[src/rtl/fade_pkg.sv]
`default_nettype none

package fade_pkg;

  // horizontal raster, in clocks
  localparam int h_visible     = 16;
  localparam int h_front_porch = 2;
  localparam int h_sync_pulse  = 3;
  localparam int h_back_porch  = 3;
  localparam int h_whole_line  = 24;

  // vertical raster, in lines
  localparam int v_visible     = 12;
  localparam int v_front_porch = 1;
  localparam int v_sync_pulse  = 2;
  localparam int v_back_porch  = 1;
  localparam int v_whole_frame = 16;

  // one word per visible pixel
  localparam int fb_depth = 192;

  // fade schedule
  localparam int initial_age = 4;
  localparam int dim_age     = 2;

  localparam int queue_depth_log2 = 2;

  typedef logic [3:0]  x_t;
  typedef logic [3:0]  y_t;
  typedef logic [4:0]  h_count_t;
  typedef logic [3:0]  v_count_t;
  typedef logic [7:0]  fb_addr_t;
  typedef logic [3:0]  channel_t;
  // red, green, blue from msb down
  typedef logic [11:0] pixel_t;
  typedef logic [3:0]  age_t;
  // age in the top nibble, pixel below
  typedef logic [15:0] fb_word_t;

endpackage

`default_nettype wire

[src/rtl/scan_timing.sv]
`timescale 1ns/1ps
`default_nettype none

module scan_timing (
  input  logic                clk,
  input  logic                rst,
  output logic                rd_en,
  output fade_pkg::fb_addr_t  rd_addr,
  output logic                hsync,
  output logic                vsync,
  output logic                visible
);

  fade_pkg::h_count_t h_count;
  fade_pkg::v_count_t v_count;

  logic line_end;
  logic frame_end;

  assign line_end  = (h_count == fade_pkg::h_count_t'(fade_pkg::h_whole_line - 1));
  assign frame_end = line_end &&
                     (v_count == fade_pkg::v_count_t'(fade_pkg::v_whole_frame - 1));

  always_ff @(posedge clk) begin
    if (rst) begin
      h_count <= '0;
      v_count <= '0;
    end else if (line_end) begin
      h_count <= '0;
      if (frame_end) begin
        v_count <= '0;
      end else begin
        v_count <= v_count + fade_pkg::v_count_t'(1);
      end
    end else begin
      h_count <= h_count + fade_pkg::h_count_t'(1);
    end
  end

  assign visible = (h_count < fade_pkg::h_count_t'(fade_pkg::h_visible)) &&
                   (v_count < fade_pkg::v_count_t'(fade_pkg::v_visible));

  // sync pulses sit after the front porch, both active low
  assign hsync = !((h_count >= fade_pkg::h_count_t'(fade_pkg::h_visible +
                                                     fade_pkg::h_front_porch)) &&
                   (h_count <  fade_pkg::h_count_t'(fade_pkg::h_visible +
                                                     fade_pkg::h_front_porch +
                                                     fade_pkg::h_sync_pulse)));

  assign vsync = !((v_count >= fade_pkg::v_count_t'(fade_pkg::v_visible +
                                                     fade_pkg::v_front_porch)) &&
                   (v_count <  fade_pkg::v_count_t'(fade_pkg::v_visible +
                                                     fade_pkg::v_front_porch +
                                                     fade_pkg::v_sync_pulse)));

  assign rd_en = visible;

  // visible pixels come in address order, so a running count is the address
  always_ff @(posedge clk) begin
    if (rst || frame_end) begin
      rd_addr <= '0;
    end else if (visible) begin
      rd_addr <= rd_addr + fade_pkg::fb_addr_t'(1);
    end
  end

endmodule

`default_nettype wire

[src/rtl/fb_memory.sv]
`timescale 1ns/1ps
`default_nettype none

module fb_memory (
  input  logic                clk,
  input  logic                rd_en,
  input  fade_pkg::fb_addr_t  rd_addr,
  output fade_pkg::fb_word_t  rd_word,
  input  logic                wr_en,
  input  fade_pkg::fb_addr_t  wr_addr,
  input  fade_pkg::fb_word_t  wr_word
);

  fade_pkg::fb_word_t mem [fade_pkg::fb_depth];

  // screen starts out black
  initial begin
    for (int i = 0; i < fade_pkg::fb_depth; i++) begin
      mem[i] = '0;
    end
  end

  // read returns the old word when both ports hit the same address
  always_ff @(posedge clk) begin
    if (rd_en) begin
      rd_word <= mem[rd_addr];
    end
  end

  // draws outside the visible raster are dropped
  always_ff @(posedge clk) begin
    if (wr_en && (wr_addr < fade_pkg::fb_addr_t'(fade_pkg::fb_depth))) begin
      mem[wr_addr] <= wr_word;
    end
  end

endmodule

`default_nettype wire

[src/rtl/fade_stage.sv]
`timescale 1ns/1ps
`default_nettype none

module fade_stage (
  input  logic                clk,
  input  logic                rst,
  input  fade_pkg::fb_word_t  rd_word,
  input  fade_pkg::fb_addr_t  addr_in,
  input  logic                hsync_in,
  input  logic                vsync_in,
  input  logic                visible_in,
  output fade_pkg::channel_t  vga_red,
  output fade_pkg::channel_t  vga_grn,
  output fade_pkg::channel_t  vga_blu,
  output logic                vga_hsync,
  output logic                vga_vsync,
  output logic                wb_push,
  output fade_pkg::fb_addr_t  wb_addr,
  output fade_pkg::fb_word_t  wb_word
);

  // first stage lines up with the memory read data
  logic               hsync_d;
  logic               vsync_d;
  logic               visible_d;
  fade_pkg::fb_addr_t addr_d;

  fade_pkg::age_t     age;
  fade_pkg::pixel_t   color;
  fade_pkg::channel_t red;
  fade_pkg::channel_t grn;
  fade_pkg::channel_t blu;
  fade_pkg::age_t     next_age;
  fade_pkg::pixel_t   next_color;
  logic               fading;

  always_ff @(posedge clk) begin
    if (rst) begin
      hsync_d   <= 1'b1;
      vsync_d   <= 1'b1;
      visible_d <= 1'b0;
    end else begin
      hsync_d   <= hsync_in;
      vsync_d   <= vsync_in;
      visible_d <= visible_in;
    end
  end

  always_ff @(posedge clk) begin
    addr_d <= addr_in;
  end

  assign age             = rd_word[15:12];
  assign color           = rd_word[11:0];
  assign {red, grn, blu} = color;

  // only lit pixels that still have age left get written back
  assign fading   = visible_d && (age != '0) && (color != '0);
  assign next_age = age - fade_pkg::age_t'(1);

  always_comb begin
    if (next_age == '0) begin
      next_color = '0;
    end else if (next_age == fade_pkg::age_t'(fade_pkg::dim_age)) begin
      next_color = {red >> 1, grn >> 1, blu >> 1};
    end else begin
      next_color = color;
    end
  end

  always_ff @(posedge clk) begin
    if (rst) begin
      vga_red   <= '0;
      vga_grn   <= '0;
      vga_blu   <= '0;
      vga_hsync <= 1'b1;
      vga_vsync <= 1'b1;
      wb_push   <= 1'b0;
    end else begin
      vga_red   <= visible_d ? red : '0;
      vga_grn   <= visible_d ? grn : '0;
      vga_blu   <= visible_d ? blu : '0;
      vga_hsync <= hsync_d;
      vga_vsync <= vsync_d;
      wb_push   <= fading;
    end
  end

  always_ff @(posedge clk) begin
    wb_addr <= addr_d;
    wb_word <= {next_age, next_color};
  end

endmodule

`default_nettype wire

[src/rtl/fade_queue.sv]
`timescale 1ns/1ps
`default_nettype none

module fade_queue (
  input  logic                clk,
  input  logic                rst,
  input  logic                push,
  input  fade_pkg::fb_addr_t  push_addr,
  input  fade_pkg::fb_word_t  push_word,
  input  logic                pop,
  output logic                empty,
  output fade_pkg::fb_addr_t  pop_addr,
  output fade_pkg::fb_word_t  pop_word
);

  fade_pkg::fb_addr_t addr_mem [2 ** fade_pkg::queue_depth_log2];
  fade_pkg::fb_word_t word_mem [2 ** fade_pkg::queue_depth_log2];

  logic [fade_pkg::queue_depth_log2-1:0] wr_ptr;
  logic [fade_pkg::queue_depth_log2-1:0] rd_ptr;
  logic [fade_pkg::queue_depth_log2:0]   count;

  logic full;
  logic do_push;
  logic do_pop;

  // count only reaches its top bit when every entry is taken
  assign full  = count[fade_pkg::queue_depth_log2];
  assign empty = (count == '0);

  assign do_push = push && !full;
  assign do_pop  = pop && !empty;

  always_ff @(posedge clk) begin
    if (do_push) begin
      addr_mem[wr_ptr] <= push_addr;
      word_mem[wr_ptr] <= push_word;
    end
  end

  always_ff @(posedge clk) begin
    if (rst) begin
      wr_ptr <= '0;
      rd_ptr <= '0;
      count  <= '0;
    end else begin
      if (do_push) begin
        wr_ptr <= wr_ptr + (fade_pkg::queue_depth_log2)'(1);
      end
      if (do_pop) begin
        rd_ptr <= rd_ptr + (fade_pkg::queue_depth_log2)'(1);
      end
      if (do_push && !do_pop) begin
        count <= count + (fade_pkg::queue_depth_log2 + 1)'(1);
      end else if (do_pop && !do_push) begin
        count <= count - (fade_pkg::queue_depth_log2 + 1)'(1);
      end
    end
  end

  // head entry is shown ahead of the pop
  assign pop_addr = addr_mem[rd_ptr];
  assign pop_word = word_mem[rd_ptr];

endmodule

`default_nettype wire

[src/rtl/fb_write_arbiter.sv]
`timescale 1ns/1ps
`default_nettype none

module fb_write_arbiter (
  input  logic                clk,
  input  logic                rst,
  input  logic                q_empty,
  input  fade_pkg::fb_addr_t  q_addr,
  input  fade_pkg::fb_word_t  q_word,
  output logic                q_pop,
  input  fade_pkg::x_t        gfx_x,
  input  fade_pkg::y_t        gfx_y,
  input  fade_pkg::pixel_t    gfx_color,
  input  logic                gfx_valid,
  output logic                gfx_ready,
  output logic                wr_en,
  output fade_pkg::fb_addr_t  wr_addr,
  output fade_pkg::fb_word_t  wr_word
);

  fade_pkg::fb_addr_t draw_addr;
  fade_pkg::fb_word_t draw_word;
  logic               draw;

  // fade write-backs always win, the client waits for an idle queue
  assign q_pop     = !q_empty;
  assign gfx_ready = q_empty;
  assign draw      = gfx_valid && gfx_ready;

  assign draw_addr = fade_pkg::fb_addr_t'(gfx_y) *
                     fade_pkg::fb_addr_t'(fade_pkg::h_visible) +
                     fade_pkg::fb_addr_t'(gfx_x);

  // fresh draws start at full age
  assign draw_word = {fade_pkg::age_t'(fade_pkg::initial_age), gfx_color};

  always_ff @(posedge clk) begin
    if (rst) begin
      wr_en <= 1'b0;
    end else begin
      wr_en <= q_pop || draw;
    end
  end

  always_ff @(posedge clk) begin
    if (q_pop) begin
      wr_addr <= q_addr;
      wr_word <= q_word;
    end else begin
      wr_addr <= draw_addr;
      wr_word <= draw_word;
    end
  end

endmodule

`default_nettype wire

[src/rtl/fade_display_top.sv]
`timescale 1ns/1ps
`default_nettype none

module fade_display_top (
  input  logic                clk,
  input  logic                rst,
  input  fade_pkg::x_t        gfx_x,
  input  fade_pkg::y_t        gfx_y,
  input  fade_pkg::pixel_t    gfx_color,
  input  logic                gfx_valid,
  output logic                gfx_ready,
  output fade_pkg::channel_t  vga_red,
  output fade_pkg::channel_t  vga_grn,
  output fade_pkg::channel_t  vga_blu,
  output logic                vga_hsync,
  output logic                vga_vsync
);

  // scan side
  logic               rd_en;
  fade_pkg::fb_addr_t rd_addr;
  fade_pkg::fb_word_t rd_word;
  logic               hsync;
  logic               vsync;
  logic               visible;

  // fade write-back path
  logic               wb_push;
  fade_pkg::fb_addr_t wb_addr;
  fade_pkg::fb_word_t wb_word;
  logic               q_empty;
  logic               q_pop;
  fade_pkg::fb_addr_t q_addr;
  fade_pkg::fb_word_t q_word;

  // merged write port
  logic               wr_en;
  fade_pkg::fb_addr_t wr_addr;
  fade_pkg::fb_word_t wr_word;

  scan_timing u_scan_timing (
    .clk     (clk),
    .rst     (rst),
    .rd_en   (rd_en),
    .rd_addr (rd_addr),
    .hsync   (hsync),
    .vsync   (vsync),
    .visible (visible)
  );

  fb_memory u_fb_memory (
    .clk     (clk),
    .rd_en   (rd_en),
    .rd_addr (rd_addr),
    .rd_word (rd_word),
    .wr_en   (wr_en),
    .wr_addr (wr_addr),
    .wr_word (wr_word)
  );

  fade_stage u_fade_stage (
    .clk        (clk),
    .rst        (rst),
    .rd_word    (rd_word),
    .addr_in    (rd_addr),
    .hsync_in   (hsync),
    .vsync_in   (vsync),
    .visible_in (visible),
    .vga_red    (vga_red),
    .vga_grn    (vga_grn),
    .vga_blu    (vga_blu),
    .vga_hsync  (vga_hsync),
    .vga_vsync  (vga_vsync),
    .wb_push    (wb_push),
    .wb_addr    (wb_addr),
    .wb_word    (wb_word)
  );

  fade_queue u_fade_queue (
    .clk       (clk),
    .rst       (rst),
    .push      (wb_push),
    .push_addr (wb_addr),
    .push_word (wb_word),
    .pop       (q_pop),
    .empty     (q_empty),
    .pop_addr  (q_addr),
    .pop_word  (q_word)
  );

  fb_write_arbiter u_fb_write_arbiter (
    .clk       (clk),
    .rst       (rst),
    .q_empty   (q_empty),
    .q_addr    (q_addr),
    .q_word    (q_word),
    .q_pop     (q_pop),
    .gfx_x     (gfx_x),
    .gfx_y     (gfx_y),
    .gfx_color (gfx_color),
    .gfx_valid (gfx_valid),
    .gfx_ready (gfx_ready),
    .wr_en     (wr_en),
    .wr_addr   (wr_addr),
    .wr_word   (wr_word)
  );

endmodule

`default_nettype wire

[config.mk]
export PLATFORM = sky130hd
export DESIGN_NAME = fade_display_top
export DESIGN_NICKNAME = d
export VERILOG_FILES = /design/src/rtl/fade_pkg.sv /design/src/rtl/scan_timing.sv /design/src/rtl/fb_memory.sv /design/src/rtl/fade_stage.sv /design/src/rtl/fade_queue.sv /design/src/rtl/fb_write_arbiter.sv /design/src/rtl/fade_display_top.sv
export SDC_FILE = /design/constraint.sdc
export NUM_CORES = 2
export LEC_CHECK = 0
export BUFFER_PORTS_ARGS = -buffer_cell sky130_fd_sc_hd__buf_2
export CAP_MARGIN = 20
export CORE_ASPECT_RATIO = 0.75
export CORE_MARGIN = 2
export CORE_UTILIZATION = 44
export CTS_BUF_LIST = sky130_fd_sc_hd__clkbuf_16
export DETAILED_ROUTE_END_ITERATION = 10
export SLEW_MARGIN = 15
export SYNTH_ARGS = -nofsm -noshare
export SYNTH_HDL_FRONTEND = slang
export SYNTH_HIERARCHICAL = 1
export SYNTH_SLANG_ARGS = --single-unit
export TNS_END_PERCENT = 50
[constraint.sdc]
create_clock -name clk -period 7.7 [get_ports clk]
set_input_delay 1.155 -clock clk [delete_from_list [all_inputs] [get_ports clk]]
set_output_delay 1.155 -clock clk [all_outputs]
set_load 0.01 [all_outputs]
==> reports/metrics.csv <==
stage;metric;value;unit
pwr;Peak VDD IR;0.435;mV
timing;Slew HR;0.166;
worst_setup_path;Setup CP Type;flip-flop to flip-flop;
synthesis;Synth Instances;5998;
drt;Antenna Nets Post-Route;0;
cts;H-tree Lvls;5;
layout;area grow syn2layout;12.6;%
worst_setup_path;Arrival @ worst endpoint;5.53;ns
layout;layout cell share with drive strength beyond 1;0.236;
cts;clock root cell;clkbuf_16;
timing;Peak Freq;203;MHz
layout;most frequent cells in the layout;edfxtp_1, mux4_2, mux2i_1;
floorplanning;CORE AREA;285000;µm²
run_status;status;completed;
layout;Nets;6388;
worst_setup_path;Critical Path Start Type;flip-flop;
floorplanning;Die Height;467;µm
drt;DR vias/cell;6.24;
timing;Tmin final;4.93;ns
synthesis;Synth warnings;6;
global_routing;GRT Residual Overflow;0;
floorplanning;Ports;38;
worst_hold_path;hold_sp;u_fade_stage/addr_d[2];
synthesis;ys async rst share;0;
pwr;power share of the clock group;0.354;
global_routing;GRT Total Usage;0.242;
pwr;P_int;0.0318;W
cts;Worst-Skew Late Latency;0.91;ns
global_routing;initial antenna violation count;15;
synthesis;post-synthesis sequential area ratio;0.775;
worst_setup_path;CP required;8.29;ns
worst_setup_path;slowest CP cell;nor4_1;
timing;Worst-Margin Slew;1.24;ns
cts;PostCTS Resize Cnt;0;
drt;DR WL/cell;34.4;µm
placement;Post-Place Cells;9817;
global_routing;vias in the first global route;61700;
pwr;Seq pwr share;0.542;
global_routing;largest net degree at the start of global routing;125;
pwr;Pleak;44.4;nW
worst_setup_path;crit-path most repeated cell;nor4_1;
floorplanning;die width;622;µm
cts;CTS buffer count;313;
worst_hold_path;Worst Hold End;u_fade_stage/wb_addr[2];
layout;final core utilization;0.497;
worst_setup_path;CP cell instances;buf_12 > mux4_2 > a221oi_1 > o31ai_1 > nor4_1 > buf_4 > nor4_1;
drt;final wirelength;357000;µm
timing;clock skew;0.0811;ns
global_routing;first-pass GRT wire length;494000;µm
cts;CTS max path bufs;4;
placement;routability cong.;0.899;
timing;number of setup violations in the final report;0;
cts;clock transition at the registers of the reported paths;0.06;ns
pwr;Power Dens Cells;302;nW/µm²
worst_setup_path;cell family with most CP delay;compound AO/OA/AOI/OAI gates;
floorplanning;DIE AREA;291000;µm²
timing;Hold Slack;0.329;ns
layout;commonest non-fill, non-tap cell in the layout;edfxtp_1;
synthesis;Net Count, Synth;6035;
synthesis;number of synthesized register bits;3285;
job;Max Cap Violations;0;
timing;aggregate negative setup slack;0;ns
worst_setup_path;Critical Path Sink Type;flip-flop;
worst_hold_path;Hold Path Class;flip-flop to flip-flop;
worst_setup_path;setup slack, reg-to-reg;2.77;ns
timing;fin crit share;0.641;
worst_setup_path;RR Endpoint;u_fb_memory/rd_word[12];
worst_setup_path;Worst Path Buf+Inv;2;
drt;Iter 0 DRT Violations;9975;
layout;post-route design area;142000;µm²
synthesis;Yosys cell types;73;
worst_setup_path;Worst R2R Path Depth;7;
floorplanning;Rows;170;
floorplanning;Initial Util;0.441;
synthesis;Syn Area/Cell;21.0;µm²
pwr;Combinational Power Share;0.104;
placement;Placement Cell Area;132000;µm²
cts;TritonCTS Sinks;3285;
worst_setup_path;reg2reg start;u_scan_timing/rd_addr[0];
placement;IO buf count;37;
layout;Post-Layout Cell Count;10400;
pwr;Psw;0.0110;W
placement;DPL Wire Length;215000;µm
synthesis;Post-synth top flop;edfxtp_1;
cts;Post-CTS Setup Bufs;0;
synthesis;number of synthesized flops with an enable pin;3184;
worst_hold_path;hold path cells;0;
worst_setup_path;CP peak stage delay;0.96;ns
worst_setup_path;Max FO, Critical Path;98;
timing;RSZ-0062 raised after global routing;no;
synthesis;synthesized area;126000;µm²
drt;DRC;0;
drt;first-pass detailed-route iteration total;6;
timing;final count of pins violating max slew;0;
drt;vias;64800;
cts;CTS tree;built;
timing;final count of hold timing violations;0;
pwr;Switching Share;0.257;
cts;Hold Buf Count CTS;0;
-- stage by stage --
| stage | setup slack [ns] | power [W] |
|---|---|---|
| final | 2.77 | 0.0428 |
| after global routing | 2.69 | 0.0439 |
| after CTS | 2.81 | 0.0429 |
| after detailed placement | 2.83 | 0.0280 |
| after global placement | 2.85 | 0.0277 |
| after floorplan | 4.41 | 0.0258 |
-- cells in the mapped netlist (26+ instances only) --
master    count  area (µm²)
o221ai_1    124        1090
edfxtp_1   3184       95600
nor2_1      243         912
o21ai_0      83         415
nand4_1      32         200
nor3_1       30         150
nand3_1      68         340
buf_6        71         800
a22oi_1     151        1130
buf_4        35         263
and2_1       28         175
a21oi_1     148         741
nor2b_1      36         225
mux2i_1     352        3520
clkbuf_1    154         578
o22ai_1      96         601
buf_2        61         305
dfxtp_1     101        2020
nand2_1      99         372
nor4_1       26         163
mux4_2      616       13900
-- layer usage --
metal / global-route usage / wire, µm / up-vias
li1: - / - / 25800
met1: 0.366 / 149000 / 34600
met2: 0.344 / 152000 / 3774
met3: 0.0676 / 45300 / 520
met4: 0.0693 / 10700 / 6
met5: 0 / 39 / -
-- worst max path at each step --
| stage | from | to | slack (ns) | cells past startpoint |
|---|---|---|---|---|
| 4_1_cts | u_scan_timing/rd_addr[0] | u_fb_memory/rd_word[12] | 2.81 | 7 |
| 2_1_floorplan | u_fb_write_arbiter/wr_word[0] | u_fb_memory/mem[0][0] | 4.41 | 0 |
| 5_1_grt | u_scan_timing/rd_addr[0] | u_fb_memory/rd_word[12] | 2.69 | 7 |
| 3_3_place_gp | u_scan_timing/rd_addr[0] | u_fb_memory/rd_word[8] | 2.85 | 8 |
| 3_5_place_dp | u_scan_timing/rd_addr[0] | u_fb_memory/rd_word[12] | 2.83 | 7 |
| 6_report | u_scan_timing/rd_addr[0] | u_fb_memory/rd_word[12] | 2.77 | 7 |
-- logic make-up after synthesis --
kind of cell | count (synthesis) | synth area share
simple gates | 611 | 0.0230
buf+inv | 363 | 0.0178
mux | 1006 | 0.143
flops | 3285 | 0.775
compound gates | 710 | 0.0388
xor+xnor | 9 | 0.000626
fa+ha+maj | 14 | 0.00145
-- power by group through the flow --
| stage | logic (W) | registers (W) | clock network (W) |
|---|---|---|---|
| 3_3_place_gp | 0.00419 | 0.0235 | 0 |
| 3_5_place_dp | 0.00437 | 0.0236 | 0 |
| 2_1_floorplan | 0.00166 | 0.0241 | 0 |
| 5_1_grt | 0.00469 | 0.0232 | 0.0160 |
| 4_1_cts | 0.00437 | 0.0232 | 0.0153 |
| 6_report | 0.00446 | 0.0232 | 0.0151 |
-- registers in the layout, summed over array words and instances, names as in the netlist, 16 cells and up, named ones only --
register,cells
u_fade_queue/addr_mem,32
u_fade_queue/word_mem,64
u_fb_memory/mem,3072
u_fb_write_arbiter/wr_word,16
u_fade_stage/wb_word,16
u_fb_memory/rd_word,16
-- layout make-up --
type	count	area, µm²
Inverter	22	86.3
Clock inverter	219	1740
Timing Repair Buffer	379	3090
Multi-Input combinational cell	2350	26300
Tap cell	3784	4730
Antenna cell	6	15.0
Sequential cell	3285	97700
Clock buffer	325	8130
Fill cell	22700	144000
-- worst reg2reg max path, stage by stage, from the launching register on --
cell and delay, ns:
dfxtp_4 0.85, buf_12 0.51, mux4_2 0.93, a221oi_1 0.67, o31ai_1 0.42, nor4_1 0.96, buf_4 0.25, nor4_1 0.05
Power figures use the tool's default switching activity.
